## config.mk

```make
export PLATFORM = sky130hd
export DESIGN_NAME = segmented_core
export DESIGN_NICKNAME = d
export VERILOG_FILES = /design/src/source/rv_isa_pkg.sv /design/src/source/core_pipe_pkg.sv /design/src/source/fetch_stage.sv /design/src/source/decode_stage.sv /design/src/source/execute_stage.sv /design/src/source/memory_stage.sv /design/src/source/segmented_core.sv
export VERILOG_INCLUDE_DIRS = /design/src /design/src/source
export SDC_FILE = /design/constraint.sdc
export NUM_CORES = 2
export LEC_CHECK = 0
export ABC_AREA = 0
export BUFFER_PORTS_ARGS = -buffer_cell sky130_fd_sc_hd__buf_2
export CAP_MARGIN = 20
export CORE_AREA = 2 2 438 440
export CTS_CLUSTER_DIAMETER = 50
export DETAILED_ROUTE_END_ITERATION = 10
export DIE_AREA = 0 0 440 442
export GPL_TIMING_DRIVEN = 0
export PLACE_DENSITY = 0.57
export SLEW_MARGIN = 20
export SYNTH_ARGS = -nofsm -noshare
export SYNTH_HDL_FRONTEND = slang
export SYNTH_SLANG_ARGS = --single-unit
```

## constraint.sdc

```tcl
create_clock -name clk -period 9.42 [get_ports clk]
set_input_delay 0.942 -clock clk [delete_from_list [all_inputs] [get_ports clk]]
set_output_delay 0.942 -clock clk [all_outputs]
set_load 0.05 [all_outputs]
```

## src/source/core_settings.svh

```systemverilog
// Build constants shared by the packages and the pipeline stages
// XLEN other than 32 is not supported by the immediate and opcode layout
`ifndef CORE_SETTINGS_SVH
`define CORE_SETTINGS_SVH

// Data and address width
`define CORE_XLEN 32

// Integer register file
`define CORE_NUM_REGS 32
`define CORE_REG_AW 5

// First fetch address after reset
`define CORE_RESET_PC 32'h0000_0000

`endif

```

## src/source/rv_isa_pkg.sv

```systemverilog
// RV32I subset encodings: ADD SUB AND OR SLT ADDI LW SW BEQ
// Other opcodes decode to a no-op
package rv_isa_pkg;

    // Major opcodes, instruction bits 6:0
    typedef enum logic [6:0] {
        OP     = 7'b0110011,
        OP_IMM = 7'b0010011,
        LOAD   = 7'b0000011,
        STORE  = 7'b0100011,
        BRANCH = 7'b1100011
    } opcode_e;

    // Operations the ALU can run
    typedef enum logic [2:0] {
        ADD = 3'd0,
        SUB = 3'd1,
        AND = 3'd2,
        OR  = 3'd3,
        SLT = 3'd4
    } alu_op_e;

    // funct3 field values
    localparam logic [2:0] F3_ADD_SUB = 3'b000;
    localparam logic [2:0] F3_SLT     = 3'b010;
    localparam logic [2:0] F3_OR      = 3'b110;
    localparam logic [2:0] F3_AND     = 3'b111;

    // Only the equal condition is decoded
    localparam logic [2:0] F3_BEQ     = 3'b000;

    // funct7 pattern that turns ADD into SUB
    localparam logic [6:0] F7_SUB     = 7'b0100000;

endpackage

```

## src/source/core_pipe_pkg.sv

```systemverilog
// Records carried between the pipeline stages and on the core ports
// Field widths follow the core build constants
`include "core_settings.svh"

package core_pipe_pkg;

    // Decoded control, travels with the instruction
    typedef struct packed {
        rv_isa_pkg::alu_op_e alu_op;
        logic                alu_src_imm;
        logic                mem_read;
        logic                mem_write;
        logic                reg_write;
        logic                mem_to_reg;
        logic                branch;
    } ctrl_t;

    typedef struct packed {
        logic                    valid;
        ctrl_t                   ctrl;
        logic [`CORE_XLEN-1:0]   pc;
        logic [`CORE_XLEN-1:0]   rs1_data;
        logic [`CORE_XLEN-1:0]   rs2_data;
        logic [`CORE_XLEN-1:0]   imm;
        logic [`CORE_REG_AW-1:0] rs1;
        logic [`CORE_REG_AW-1:0] rs2;
        logic [`CORE_REG_AW-1:0] rd;
    } id_ex_t;

    typedef struct packed {
        logic                    valid;
        ctrl_t                   ctrl;
        logic [`CORE_XLEN-1:0]   alu_result;
        logic [`CORE_XLEN-1:0]   store_data;
        logic [`CORE_REG_AW-1:0] rd;
    } ex_mem_t;

    // Register write, also the retire report
    typedef struct packed {
        logic                    valid;
        logic [`CORE_REG_AW-1:0] rd;
        logic [`CORE_XLEN-1:0]   data;
    } wb_t;

    typedef struct packed {
        logic [`CORE_XLEN-1:0] addr;
        logic [`CORE_XLEN-1:0] wdata;
        logic                  we;
        logic                  re;
    } dmem_req_t;

    // Operand source in execute
    typedef enum logic [1:0] {
        REG      = 2'd0,
        FROM_MEM = 2'd1,
        FROM_WB  = 2'd2
    } fwd_sel_e;

endpackage

```

## src/source/fetch_stage.sv

```systemverilog
// Instruction fetch and the IF/ID register
// The instruction port must answer in the same cycle
`timescale 1ns/1ps
`include "core_settings.svh"

module fetch_stage (
    input  logic                  clk,
    input  logic                  rst_n,
    input  logic                  stall,
    input  logic                  branch_taken,
    input  logic [`CORE_XLEN-1:0] branch_target,
    output logic [`CORE_XLEN-1:0] imem_addr,
    input  logic [`CORE_XLEN-1:0] imem_instr,
    output logic [`CORE_XLEN-1:0] if_pc,
    output logic [`CORE_XLEN-1:0] if_instr,
    output logic                  if_valid
);

    logic [`CORE_XLEN-1:0] pc;
    logic [`CORE_XLEN-1:0] pc_plus4;

    assign pc_plus4  = pc + `CORE_XLEN'(4);
    assign imem_addr = pc;

    always_ff @(posedge clk) begin
        if (!rst_n) begin
            pc       <= `CORE_RESET_PC;
            if_valid <= 1'b0;
        end else if (branch_taken) begin
            // Redirect, the instruction now in flight is dropped
            pc       <= branch_target;
            if_valid <= 1'b0;
        end else if (!stall) begin
            pc       <= pc_plus4;
            if_valid <= 1'b1;
        end
    end

    // IF/ID payload, held while stalled
    always_ff @(posedge clk) begin
        if (!stall || branch_taken) begin
            if_pc    <= pc;
            if_instr <= imem_instr;
        end
    end

endmodule

```

## src/source/decode_stage.sv

```systemverilog
// Decode, register bank, immediates, load-use detection and ID/EX register
// A read in the same cycle as a write to that register sees the new value
`timescale 1ns/1ps
`include "core_settings.svh"

module decode_stage (
    input  logic                  clk,
    input  logic                  rst_n,
    input  logic [`CORE_XLEN-1:0] if_pc,
    input  logic [`CORE_XLEN-1:0] if_instr,
    input  logic                  if_valid,
    input  logic                  branch_taken,
    input  core_pipe_pkg::wb_t    wb,
    output logic                  stall,
    output core_pipe_pkg::id_ex_t id_ex
);

    rv_isa_pkg::opcode_e     opcode;
    logic [2:0]              funct3;
    logic [`CORE_REG_AW-1:0] rs1;
    logic [`CORE_REG_AW-1:0] rs2;
    core_pipe_pkg::ctrl_t    ctrl;
    logic [`CORE_XLEN-1:0]   imm;
    logic [`CORE_XLEN-1:0]   regs [`CORE_NUM_REGS];

    assign opcode = rv_isa_pkg::opcode_e'(if_instr[6:0]);
    assign funct3 = if_instr[14:12];
    assign rs1    = if_instr[19:15];
    assign rs2    = if_instr[24:20];

    // Main control and ALU control
    always_comb begin
        ctrl        = '0;
        ctrl.alu_op = rv_isa_pkg::ADD;
        case (opcode)
            rv_isa_pkg::OP, rv_isa_pkg::OP_IMM: begin
                ctrl.alu_src_imm = (opcode == rv_isa_pkg::OP_IMM);
                ctrl.reg_write   = 1'b1;
                case (funct3)
                    rv_isa_pkg::F3_ADD_SUB: begin
                        if (opcode == rv_isa_pkg::OP && if_instr[31:25] == rv_isa_pkg::F7_SUB)
                            ctrl.alu_op = rv_isa_pkg::SUB;
                    end
                    rv_isa_pkg::F3_SLT: ctrl.alu_op = rv_isa_pkg::SLT;
                    rv_isa_pkg::F3_OR:  ctrl.alu_op = rv_isa_pkg::OR;
                    rv_isa_pkg::F3_AND: ctrl.alu_op = rv_isa_pkg::AND;
                    default: ;
                endcase
            end
            rv_isa_pkg::LOAD: begin
                ctrl.alu_src_imm = 1'b1;
                ctrl.mem_read    = 1'b1;
                ctrl.reg_write   = 1'b1;
                ctrl.mem_to_reg  = 1'b1;
            end
            rv_isa_pkg::STORE: begin
                ctrl.alu_src_imm = 1'b1;
                ctrl.mem_write   = 1'b1;
            end
            rv_isa_pkg::BRANCH: ctrl.branch = (funct3 == rv_isa_pkg::F3_BEQ);
            default: ;
        endcase
        if (!if_valid)
            ctrl = '0;
    end

    // I, S and B immediates
    always_comb begin
        case (opcode)
            rv_isa_pkg::STORE:
                imm = {{(`CORE_XLEN-12){if_instr[31]}}, if_instr[31:25], if_instr[11:7]};
            rv_isa_pkg::BRANCH:
                imm = {{(`CORE_XLEN-13){if_instr[31]}}, if_instr[31], if_instr[7],
                       if_instr[30:25], if_instr[11:8], 1'b0};
            default:
                imm = {{(`CORE_XLEN-12){if_instr[31]}}, if_instr[31:20]};
        endcase
    end

    always_ff @(posedge clk) begin
        if (wb.valid && wb.rd != '0)
            regs[wb.rd] <= wb.data;
    end

    // x0 reads zero, a pending writeback bypasses the bank
    function automatic logic [`CORE_XLEN-1:0] read_reg(input logic [`CORE_REG_AW-1:0] addr);
        if (addr == '0)
            return '0;
        if (wb.valid && wb.rd == addr)
            return wb.data;
        return regs[addr];
    endfunction

    // Load in EX feeding this instruction
    assign stall = if_valid && id_ex.valid && id_ex.ctrl.mem_read && id_ex.rd != '0 &&
                   (id_ex.rd == rs1 || id_ex.rd == rs2);

    always_ff @(posedge clk) begin
        id_ex.pc       <= if_pc;
        id_ex.rs1_data <= read_reg(rs1);
        id_ex.rs2_data <= read_reg(rs2);
        id_ex.imm      <= imm;
        id_ex.rs1      <= rs1;
        id_ex.rs2      <= rs2;
        id_ex.rd       <= if_instr[11:7];
        // Bubble on load-use or a taken branch
        if (!rst_n || stall || branch_taken) begin
            id_ex.valid <= 1'b0;
            id_ex.ctrl  <= '0;
        end else begin
            id_ex.valid <= if_valid;
            id_ex.ctrl  <= ctrl;
        end
    end

endmodule

```

## src/source/execute_stage.sv

```systemverilog
// Operand forwarding, ALU, BEQ resolution and the EX/MEM register
// A load result is never forwarded from MEM, decode stalls instead
`timescale 1ns/1ps
`include "core_settings.svh"

module execute_stage (
    input  logic                   clk,
    input  logic                   rst_n,
    input  core_pipe_pkg::id_ex_t  id_ex,
    input  core_pipe_pkg::wb_t     wb,
    output core_pipe_pkg::ex_mem_t ex_mem_fwd,
    output logic                   branch_taken,
    output logic [`CORE_XLEN-1:0]  branch_target
);

    core_pipe_pkg::fwd_sel_e fwd_a;
    core_pipe_pkg::fwd_sel_e fwd_b;
    logic [`CORE_XLEN-1:0]   op_a;
    logic [`CORE_XLEN-1:0]   rs2_val;
    logic [`CORE_XLEN-1:0]   op_b;
    logic [`CORE_XLEN-1:0]   alu_result;

    // Youngest producer wins, x0 is never forwarded
    function automatic core_pipe_pkg::fwd_sel_e fwd_pick(input logic [`CORE_REG_AW-1:0] rs);
        if (rs == '0)
            return core_pipe_pkg::REG;
        if (ex_mem_fwd.valid && ex_mem_fwd.ctrl.reg_write && ex_mem_fwd.rd == rs)
            return core_pipe_pkg::FROM_MEM;
        if (wb.valid && wb.rd == rs)
            return core_pipe_pkg::FROM_WB;
        return core_pipe_pkg::REG;
    endfunction

    function automatic logic [`CORE_XLEN-1:0] fwd_mux(input core_pipe_pkg::fwd_sel_e sel,
                                                       input logic [`CORE_XLEN-1:0] reg_val);
        case (sel)
            core_pipe_pkg::FROM_MEM: return ex_mem_fwd.alu_result;
            core_pipe_pkg::FROM_WB:  return wb.data;
            default:                 return reg_val;
        endcase
    endfunction

    always_comb begin
        fwd_a   = fwd_pick(id_ex.rs1);
        fwd_b   = fwd_pick(id_ex.rs2);
        op_a    = fwd_mux(fwd_a, id_ex.rs1_data);
        rs2_val = fwd_mux(fwd_b, id_ex.rs2_data);
        op_b    = id_ex.ctrl.alu_src_imm ? id_ex.imm : rs2_val;
    end

    always_comb begin
        case (id_ex.ctrl.alu_op)
            rv_isa_pkg::ADD: alu_result = op_a + op_b;
            rv_isa_pkg::SUB: alu_result = op_a - op_b;
            rv_isa_pkg::AND: alu_result = op_a & op_b;
            rv_isa_pkg::OR:  alu_result = op_a | op_b;
            rv_isa_pkg::SLT: alu_result = {{(`CORE_XLEN-1){1'b0}}, $signed(op_a) < $signed(op_b)};
            default:         alu_result = '0;
        endcase
    end

    // BEQ compares the forwarded register values
    assign branch_taken  = id_ex.valid && id_ex.ctrl.branch && (op_a == rs2_val);
    assign branch_target = id_ex.pc + id_ex.imm;

    always_ff @(posedge clk) begin
        ex_mem_fwd.alu_result <= alu_result;
        ex_mem_fwd.store_data <= rs2_val;
        ex_mem_fwd.rd         <= id_ex.rd;
        if (!rst_n) begin
            ex_mem_fwd.valid <= 1'b0;
            ex_mem_fwd.ctrl  <= '0;
        end else begin
            ex_mem_fwd.valid <= id_ex.valid;
            ex_mem_fwd.ctrl  <= id_ex.ctrl;
        end
    end

endmodule

```

## src/source/memory_stage.sv

```systemverilog
// Data port request, writeback select and the MEM/WB register
// Load data must arrive in the same cycle as the request
`timescale 1ns/1ps
`include "core_settings.svh"

module memory_stage (
    input  logic                      clk,
    input  logic                      rst_n,
    input  core_pipe_pkg::ex_mem_t    ex_mem,
    output core_pipe_pkg::dmem_req_t  dmem_req,
    input  logic [`CORE_XLEN-1:0]     dmem_rdata,
    output core_pipe_pkg::wb_t        wb
);

    logic [`CORE_XLEN-1:0] wb_data;

    // Request straight from EX/MEM
    always_comb begin
        dmem_req.addr  = ex_mem.alu_result;
        dmem_req.wdata = ex_mem.store_data;
        dmem_req.we    = ex_mem.valid && ex_mem.ctrl.mem_write;
        dmem_req.re    = ex_mem.valid && ex_mem.ctrl.mem_read;
    end

    // Writeback select
    assign wb_data = ex_mem.ctrl.mem_to_reg ? dmem_rdata : ex_mem.alu_result;

    // MEM/WB, its output is the register write and the retire report
    always_ff @(posedge clk) begin
        wb.rd   <= ex_mem.rd;
        wb.data <= wb_data;
        if (!rst_n)
            wb.valid <= 1'b0;
        else
            wb.valid <= ex_mem.valid && ex_mem.ctrl.reg_write;
    end

endmodule

```

## src/source/segmented_core.sv

```systemverilog
// Five-stage RV32I subset core, instruction and data memories sit outside
// Both ports read combinationally, data writes land on the clock edge
`timescale 1ns/1ps
`include "core_settings.svh"

module segmented_core (
    input  logic                     clk,
    input  logic                     rst_n,
    output logic [`CORE_XLEN-1:0]    imem_addr,
    input  logic [`CORE_XLEN-1:0]    imem_instr,
    output core_pipe_pkg::dmem_req_t dmem_req,
    input  logic [`CORE_XLEN-1:0]    dmem_rdata,
    output core_pipe_pkg::wb_t       retire
);

    logic [`CORE_XLEN-1:0]  if_pc;
    logic [`CORE_XLEN-1:0]  if_instr;
    logic                   if_valid;
    logic                   stall;
    logic                   branch_taken;
    logic [`CORE_XLEN-1:0]  branch_target;
    core_pipe_pkg::id_ex_t  id_ex;
    core_pipe_pkg::ex_mem_t ex_mem;
    core_pipe_pkg::wb_t     wb;

    fetch_stage i_fetch_stage (
        .clk           (clk),
        .rst_n         (rst_n),
        .stall         (stall),
        .branch_taken  (branch_taken),
        .branch_target (branch_target),
        .imem_addr     (imem_addr),
        .imem_instr    (imem_instr),
        .if_pc         (if_pc),
        .if_instr      (if_instr),
        .if_valid      (if_valid)
    );

    decode_stage i_decode_stage (
        .clk          (clk),
        .rst_n        (rst_n),
        .if_pc        (if_pc),
        .if_instr     (if_instr),
        .if_valid     (if_valid),
        .branch_taken (branch_taken),
        .wb           (wb),
        .stall        (stall),
        .id_ex        (id_ex)
    );

    execute_stage i_execute_stage (
        .clk           (clk),
        .rst_n         (rst_n),
        .id_ex         (id_ex),
        .wb            (wb),
        .ex_mem_fwd    (ex_mem),
        .branch_taken  (branch_taken),
        .branch_target (branch_target)
    );

    memory_stage i_memory_stage (
        .clk        (clk),
        .rst_n      (rst_n),
        .ex_mem     (ex_mem),
        .dmem_req   (dmem_req),
        .dmem_rdata (dmem_rdata),
        .wb         (wb)
    );

    // Every register write is reported
    assign retire = wb;

endmodule

```

# ---- Yosys cells after proc, flatten, opt, wreduce, memory -nomap -nowiden
# Memories as Yosys holds them, arrays and structs flattened. A register that Yosys moved wholly into a read port is not among the register bits.
# Index checks and enable logic that the tools add are counted.
# W data, S select, Z words.
dict set report totals {
  reg_bits 341
  ram_bits 1024
  mem_count 1
}
dict set report op_classes {
  addsub 4
  n_lt_le_gt_ge 1
  eq_ne 27
  muxes 56
  bitwise_logic 6
  reduce_logical 38
}
# name depth word_bits read_ports rd_ports_with_merged_regs write_ports line_no
set memory_table {}
lappend memory_table {i_decode_stage.regs 32 32 2 2 1 decode_stage.sv:24} ;# logic [`CORE_XLEN-1:0] regs [`CORE_NUM_REGS];
# operator n
set op_table {}
lappend op_table {{$mux W32} 12}
lappend op_table {{$pmux W32 S5} 1}
lappend op_table {{$pmux W32 S2} 2}
lappend op_table {{$add A32 B32 Y32} 2}
lappend op_table {{$eq A5 B5 Y1} 8}
lappend op_table {{$add A32 B3 Y32 const B} 1}
lappend op_table {{$and A32 B32 Y32} 1}
lappend op_table {{$eq A32 B32 Y1} 1}
lappend op_table {{$lt A32 B32 Y1} 1}
lappend op_table {{$or A32 B32 Y32} 1}
lappend op_table {{$sub A32 B32 Y32} 1}
lappend op_table {{$mux W1} 24}
lappend op_table {{$mux W2} 12}
lappend op_table {{$pmux W12 S2} 1}
lappend op_table {{$eq A7 B6 Y1 const B} 3}
lappend op_table {{$logic_not A5 Y1} 4}
lappend op_table {{$logic_and A1 B1 Y1} 17}
lappend op_table {{$pmux W3 S4} 1}
lappend op_table {{$mux W5} 2}
lappend op_table {{$reduce_bool A5 Y1} 2}
lappend op_table {{$eq A3 B2 Y1 const B} 3}
lappend op_table {{$eq A3 B3 Y1 const B} 3}
lappend op_table {{$reduce_or A3 Y1} 3}
lappend op_table {{$reduce_or A2 Y1} 4}
lappend op_table {{12 further kinds} 22}

# ---- Depth between registers and ports, before layout
dict set report logic_depth {
  depth_word 15
  depth_mapped 26
  mapped_depth_nobuf 24
}

# ---- Cells and area by module
# From an unflattened synthesis, not the netlist that was laid out.
dict set report hier_totals {
  cells_unflattened 4891
  area_unflattened_um2 67323.3
}
# mod instances cells_each area_each_um2
set modules_own_cells {}
lappend modules_own_cells {decode_stage 1 3042 51610.7}
lappend modules_own_cells {execute_stage 1 1403 10013.4}
lappend modules_own_cells {fetch_stage 1 305 3895.0}
lappend modules_own_cells {memory_stage 1 141 1804.2}

# ---- Least setup slack after synthesis
# No wires, ideal clock.
dict set report synth_timing {
  kind {register -> register}
  start {register i_memory_stage.wb[35] (netlist name)}
  end {register i_execute_stage.ex_mem_fwd[57] in the netlist's numbering}
  setup_time_ns 0.103
  arrival_time_ns 5.228
  t_required_ns 9.317
  slack_ns 4.088
  stages_incl_launch_ff 23
  n_path_buf 3
  period_less_slack_ns 5.332
  path_cell_list {dfxtp_1 buf_1 xor2_1 a2111oi_0 nand4_1 ha_1 buf_2 buf_1 nor2_1 a21oi_1 o21ai_0 ha_1 fa_1 o21bai_1 a21oi_1 o41ai_1 nand3_1 or3b_1 a31oi_1 o21bai_1 a21oi_1 and3_1 a2111oi_2}
}
dict set report synth_between {
  elab_chain_len 13
  word_cells_on_any_way 30
  classes_between {add/sub: 2; eq/ne: 6; mux: 18; bitwise: 2; reduce/logical: 2}
}
# element line_no
set synth_rtl {}
lappend synth_rtl {{$eq A5 B5 Y1} execute_stage.sv:29} ;# if (wb.valid && wb.rd == rs)
lappend synth_rtl {{$logic_and A1 B1 Y1} execute_stage.sv:29}
lappend synth_rtl {{$mux W1 (2 in a row)} execute_stage.sv:29}
lappend synth_rtl {{$mux W1} execute_stage.sv:27} ;# if (ex_mem_fwd.valid && ex_mem_fwd.ctrl.reg_write && ex_mem_fwd.rd == rs)
lappend synth_rtl {{$mux W2} execute_stage.sv:31} ;# return core_pipe_pkg::REG;
lappend synth_rtl {{$mux W2} execute_stage.sv:29}
lappend synth_rtl {{$mux W2} execute_stage.sv:27}
lappend synth_rtl {{$eq A2 B2 Y1 / $eq A2 B1 Y1 (equally long branches)} execute_stage.sv:36} ;# case (sel)
lappend synth_rtl {{$pmux W32 S2} execute_stage.sv:36}
lappend synth_rtl {{$mux W32} execute_stage.sv:48} ;# op_b = id_ex.ctrl.alu_src_imm ? id_ex.imm : rs2_val;
lappend synth_rtl {{$sub A32 B32 Y32 (tied with other cells)} execute_stage.sv:54} ;# rv_isa_pkg::SUB: alu_result = op_a - op_b;
lappend synth_rtl {{$pmux W32 S5 *} execute_stage.sv:52} ;# case (id_ex.ctrl.alu_op)
lappend synth_rtl {{named net i_execute_stage.alu_result[20]} execute_stage.sv:21} ;# logic [`CORE_XLEN-1:0] alu_result;
lappend synth_rtl {{to (decl)} execute_stage.sv:11} ;# output core_pipe_pkg::ex_mem_t ex_mem_fwd,
# Mark *: on every way through the listed nets, which the timed path passes. The rest lies on a longest branch. The select of a mux whose other input is x is not followed.
# A chain may end at the register's enable or synchronous reset.

# ---- Worst setup path in the final report
dict set report layout_timing {
  start {register i_memory_stage.wb[35] (netlist name)}
  end {register i_execute_stage.ex_mem_fwd[62] in the netlist's numbering}
}
dict set report layout_between {
  elab_chain_len 13
  word_cells_on_any_way 30
  classes_between {add/sub: 2; eq/ne: 6; mux: 18; bitwise: 2; reduce/logical: 2}
}
# element line_no
set layout_rtl {}
lappend layout_rtl {{$eq A5 B5 Y1} execute_stage.sv:29}
lappend layout_rtl {{$logic_and A1 B1 Y1} execute_stage.sv:29}
lappend layout_rtl {{$mux W1 (2 in a row)} execute_stage.sv:29}
lappend layout_rtl {{$mux W1} execute_stage.sv:27}
lappend layout_rtl {{$mux W2} execute_stage.sv:31}
lappend layout_rtl {{$mux W2} execute_stage.sv:29}
lappend layout_rtl {{$mux W2} execute_stage.sv:27}
lappend layout_rtl {{$eq A2 B2 Y1 / $eq A2 B1 Y1 (equally long branches)} execute_stage.sv:36}
lappend layout_rtl {{$pmux W32 S2} execute_stage.sv:36}
lappend layout_rtl {{$mux W32} execute_stage.sv:48}
lappend layout_rtl {{$sub A32 B32 Y32 (tied with other cells)} execute_stage.sv:54}
lappend layout_rtl {{$pmux W32 S5 *} execute_stage.sv:52}
lappend layout_rtl {{named net i_execute_stage.alu_result[25]} execute_stage.sv:21}
# Marked as above.

==> reports/results.ini <==
[yosys]
synth_top_area_frac = 0.494
synth_compound_area_frac = 0.0589
synth_cells = 4115
yosysMostFrequentCell = edfxtp_1
synth_top_family_by_area = multiplexers
ys_types = 96
synth_ff_type = edfxtp_1
synthXorXnorAreaFrac = 0.0195
yosys.area.top_type = edfxtp_1
ys_ff_latch = 1375
synth_edf_count = 1088
yosysWarnings = 0
synth_mux_area_frac = 0.238
synthArstFlopShare = 0
ys_top_cells_by_area = edfxtp_1 49%, mux4_2 22%, dfxtp_1 8.7%
synth_fa_ha_area_frac = 0.0272
synth_common_cells = 1,088 x edfxtp_1, 641 x mux4_2, 303 x nor2_1, 287 x dfxtp_1, 157 x a21oi_1
synth-simple-area-share = 0.0430
ys_seq_area_frac = 0.580
netlist_area_mm2 = 0.0662
syn_avg_cell_area_um2 = 16.1

[hold_path]
min-delay-path-class = input pin to flip-flop
hold_depth = 1
whs_endpoint = i_fetch_stage.if_instr[7]
min_from = imem_instr[7]

[worst_setup_path]
setup.worst_path.start_class = flip-flop
critPathSlowestCell = nor4_1
worst-path-max-fanout = 10
r2r-end = i_execute_stage.ex_mem_fwd[62]
max_stage_delay_ns = 0.84
cp_data_required_time_ns = 10.11
cp.arrival_ns = 7.93
worstRegToRegCells = 22
cp_cell_sequence = buf_1 -> xor2_1 -> a2111oi_0 -> nand4_1 -> ha_1 -> buf_2 -> buf_2 -> buf_2 -> nor2_1 -> a21oi_1 -> o21ai_0 -> ha_1 -> buf_4 -> a21oi_1 -> o31ai_1 -> nor4_1 -> a211oi_1 -> or2_2 -> a311oi_1 -> a21oi_1 -> xnor2_1 -> a211oi_1
end_kind = flip-flop
criticalPathCategory = flip-flop to flip-flop
r2r_setup_slack_ns = 2.18
rr_startpoint = i_memory_stage.wb[35]

[cells_and_area]
num-nets-final = 4817
fin_util = 0.414
n_fill_cell = 17000
final_layout_size_suffix_gt1_frac = 0.320
synthToLayoutAreaGrowth_pct = 18.6

[routing]
drc = 0
drt_iter0_drc = 5214
vias = 42100
wirelength_um = 226000
antenna_left = 0
dr.pass1.iters = 5
wl_per_cell_um = 31.1
via_per_inst = 5.80

[clock_tree]
clk_pin_slew_ns = 0.06
htreeDepth = 4
max-clock-path-buffers = 3
cts.sinks = 1375
cts_root_buffer = clkbuf_16
clk_latency_ns = 0.84
postCtsSetupRepairBufs = 0
hold_buffers = 0
cts-buffers-inserted = 171
cts_tree = built
postCtsResizedCells = 0

[floorplanning]
core_area_mm2 = 0.190
die_area_mm2 = 0.194
die_h_um = 442
start_util = 0.349
ioPinCount = 202
rows = 160
die_w_um = 440

[timing]
tightest_slew_ns = 1.25
fin_crit_ns = 7.24
finalMaxSlewViolations = 0
fin_hold_ws_ns = 0.293
rsz0062_at_grt = no
totalNegativeSetupSlack_ns = 0
fmax_mhz = 138
slew_headroom = 0.169
fin_ws_ns = 2.18
fin_skew_ns = 0.0506
fin_crit_sh = 0.769
setup_violations = 0
hold_violations = 0

[place]
numPortBuffers = 200
dpl.hpwl_um = 166000
place.gp.congestion = 0.941
place_ws_ns = 2.50

[power_and_ir_drop]
p_int_mw = 12.6
power.leakage_nw = 27.0
vdd_drop_max_uv = 189
swShare = 0.314
pwr-share-comb = 0.181
seq_power_share = 0.450
power_frac_clock = 0.370
p_sw_mw = 5.78
p_per_area_mw_per_mm2 = 234
finalPower_mw = 18.4

[status]
status = complete, no violations

[global_route]
overflow = 0
antenna_found_initial = 17
grt_max_degree = 38
track_usage = 0.229
grt_pass1_vias = 41400
grt_pass1_wl_um = 315000

[job]
drv_cap = 0

==> power groups by stage <==
stage	Combinational, mW	Clock (mW)	Sequential (mW)
after CTS	3.31	6.90	8.25
after global placement	2.78	0	8.73
final	3.33	6.80	8.27
after global routing	3.50	7.15	8.31
after detailed placement	3.30	0	8.38
after floorplan	1.71	0	8.35
==> layer usage <==
metal	wire length (µm)	GRT usage
met1	88400	0.305
met2	106000	0.363
met3	21900	0.0530
met4	9770	0.0911
met5	15	0
==> area by class of cell <==
| class | count | area (µm²) | area share |
|---|---|---|---|
| Multi-Input combinational cell | 2288 | 25900 | 0.330 |
| Clock buffer | 210 | 4610 | 0.0588 |
| Clock inverter | 110 | 1320 | 0.0168 |
| Antenna cell | 1 | 2.50 | 0.0000319 |
| Buffer | 329 | 1650 | 0.0210 |
| Timing Repair Buffer | 290 | 2830 | 0.0360 |
| Inverter | 154 | 581 | 0.00739 |
| Tap cell | 2511 | 3140 | 0.0400 |
| Sequential cell | 1375 | 38500 | 0.490 |
==> through the flow <==
stage | cell area (µm²) | cells
6_report | 78500 | 7268
2_1_floorplan | 66300 | 4146
5_1_grt | 78500 | 7267
3_5_place_dp | 72600 | 6946
3_3_place_gp | 70400 | 6857
4_1_cts | 78500 | 7266
==> layout by cell type (no fill, tap or decap), drive strengths merged, types with 7 or more instances in the layout <==
cell / count
edfxtp: 1088
mux4: 641
buf: 470
clkbuf: 359
nor2: 303
dfxtp: 287
inv: 170
a21oi: 159
ha: 139
a211oi: 111
nand2: 106
o21ai: 105
mux2i: 80
xnor2: 74
xor2: 73
a22oi: 69
clkinv: 59
mux2: 44
nand3: 38
nor3: 36
conb: 32
a21o: 21
o21bai: 18
bufinv: 18
clkinvlp: 17
nor4: 17
and3: 17
nand4: 16
nand2b: 15
a31oi: 13
o21a: 11
nor2b: 10
o31ai: 10
and2: 10
o211ai: 10
or2: 9
o22ai: 8
or3: 7
or4: 7
==> cells by family after synthesis <==
family	count (synthesis)
xor gates and xnor gates	147
other	1
DFF	1375
buffers and inverters	483
AOI/OAI and AO/OA	587
and+or+nand+nor	615
muxes	765
adders and majority gates	142
==> worst max-delay path by stage <==
stage,startpoint,cells after the start,slack [ns],endpoint
final,i_memory_stage.wb[35],22,2.18,i_execute_stage.ex_mem_fwd[62]
after global routing,i_memory_stage.wb[35],22,2.00,i_execute_stage.ex_mem_fwd[62]
after CTS,i_memory_stage.wb[35],22,2.37,i_execute_stage.ex_mem_fwd[62]
after detailed placement,i_memory_stage.wb[35],22,2.50,i_execute_stage.ex_mem_fwd[62]
after global placement,i_memory_stage.wb[34],3,1.83,i_decode_stage.regs[12][24]
after floorplan,i_memory_stage.wb[35],22,4.09,i_execute_stage.ex_mem_fwd[57]
==> critical path: cells and delay by family (launching register included) <==
family / cells / cell delay (ns)
AO/OA/AOI/OAI: 9 / 2.55
AND/OR/NAND/NOR: 4 / 1.60
buffers and inverters: 5 / 1.45
adder cells (fa/ha/maj): 2 / 0.73
flip-flops: 1 / 0.42
XOR/XNOR: 2 / 0.32
==> state kept, by name, indices dropped and copies added, names as in the netlist, named ones only <==
register / count
i_decode_stage.id_ex: 133
i_memory_stage.wb: 38
i_fetch_stage.if_pc: 32
i_fetch_stage.imem_addr: 32
i_fetch_stage.if_valid: 1
i_fetch_stage.if_instr: 32
i_decode_stage.regs: 1024
i_execute_stage.ex_mem_fwd: 73
Note: power is estimated with default switching activity, not from simulation.
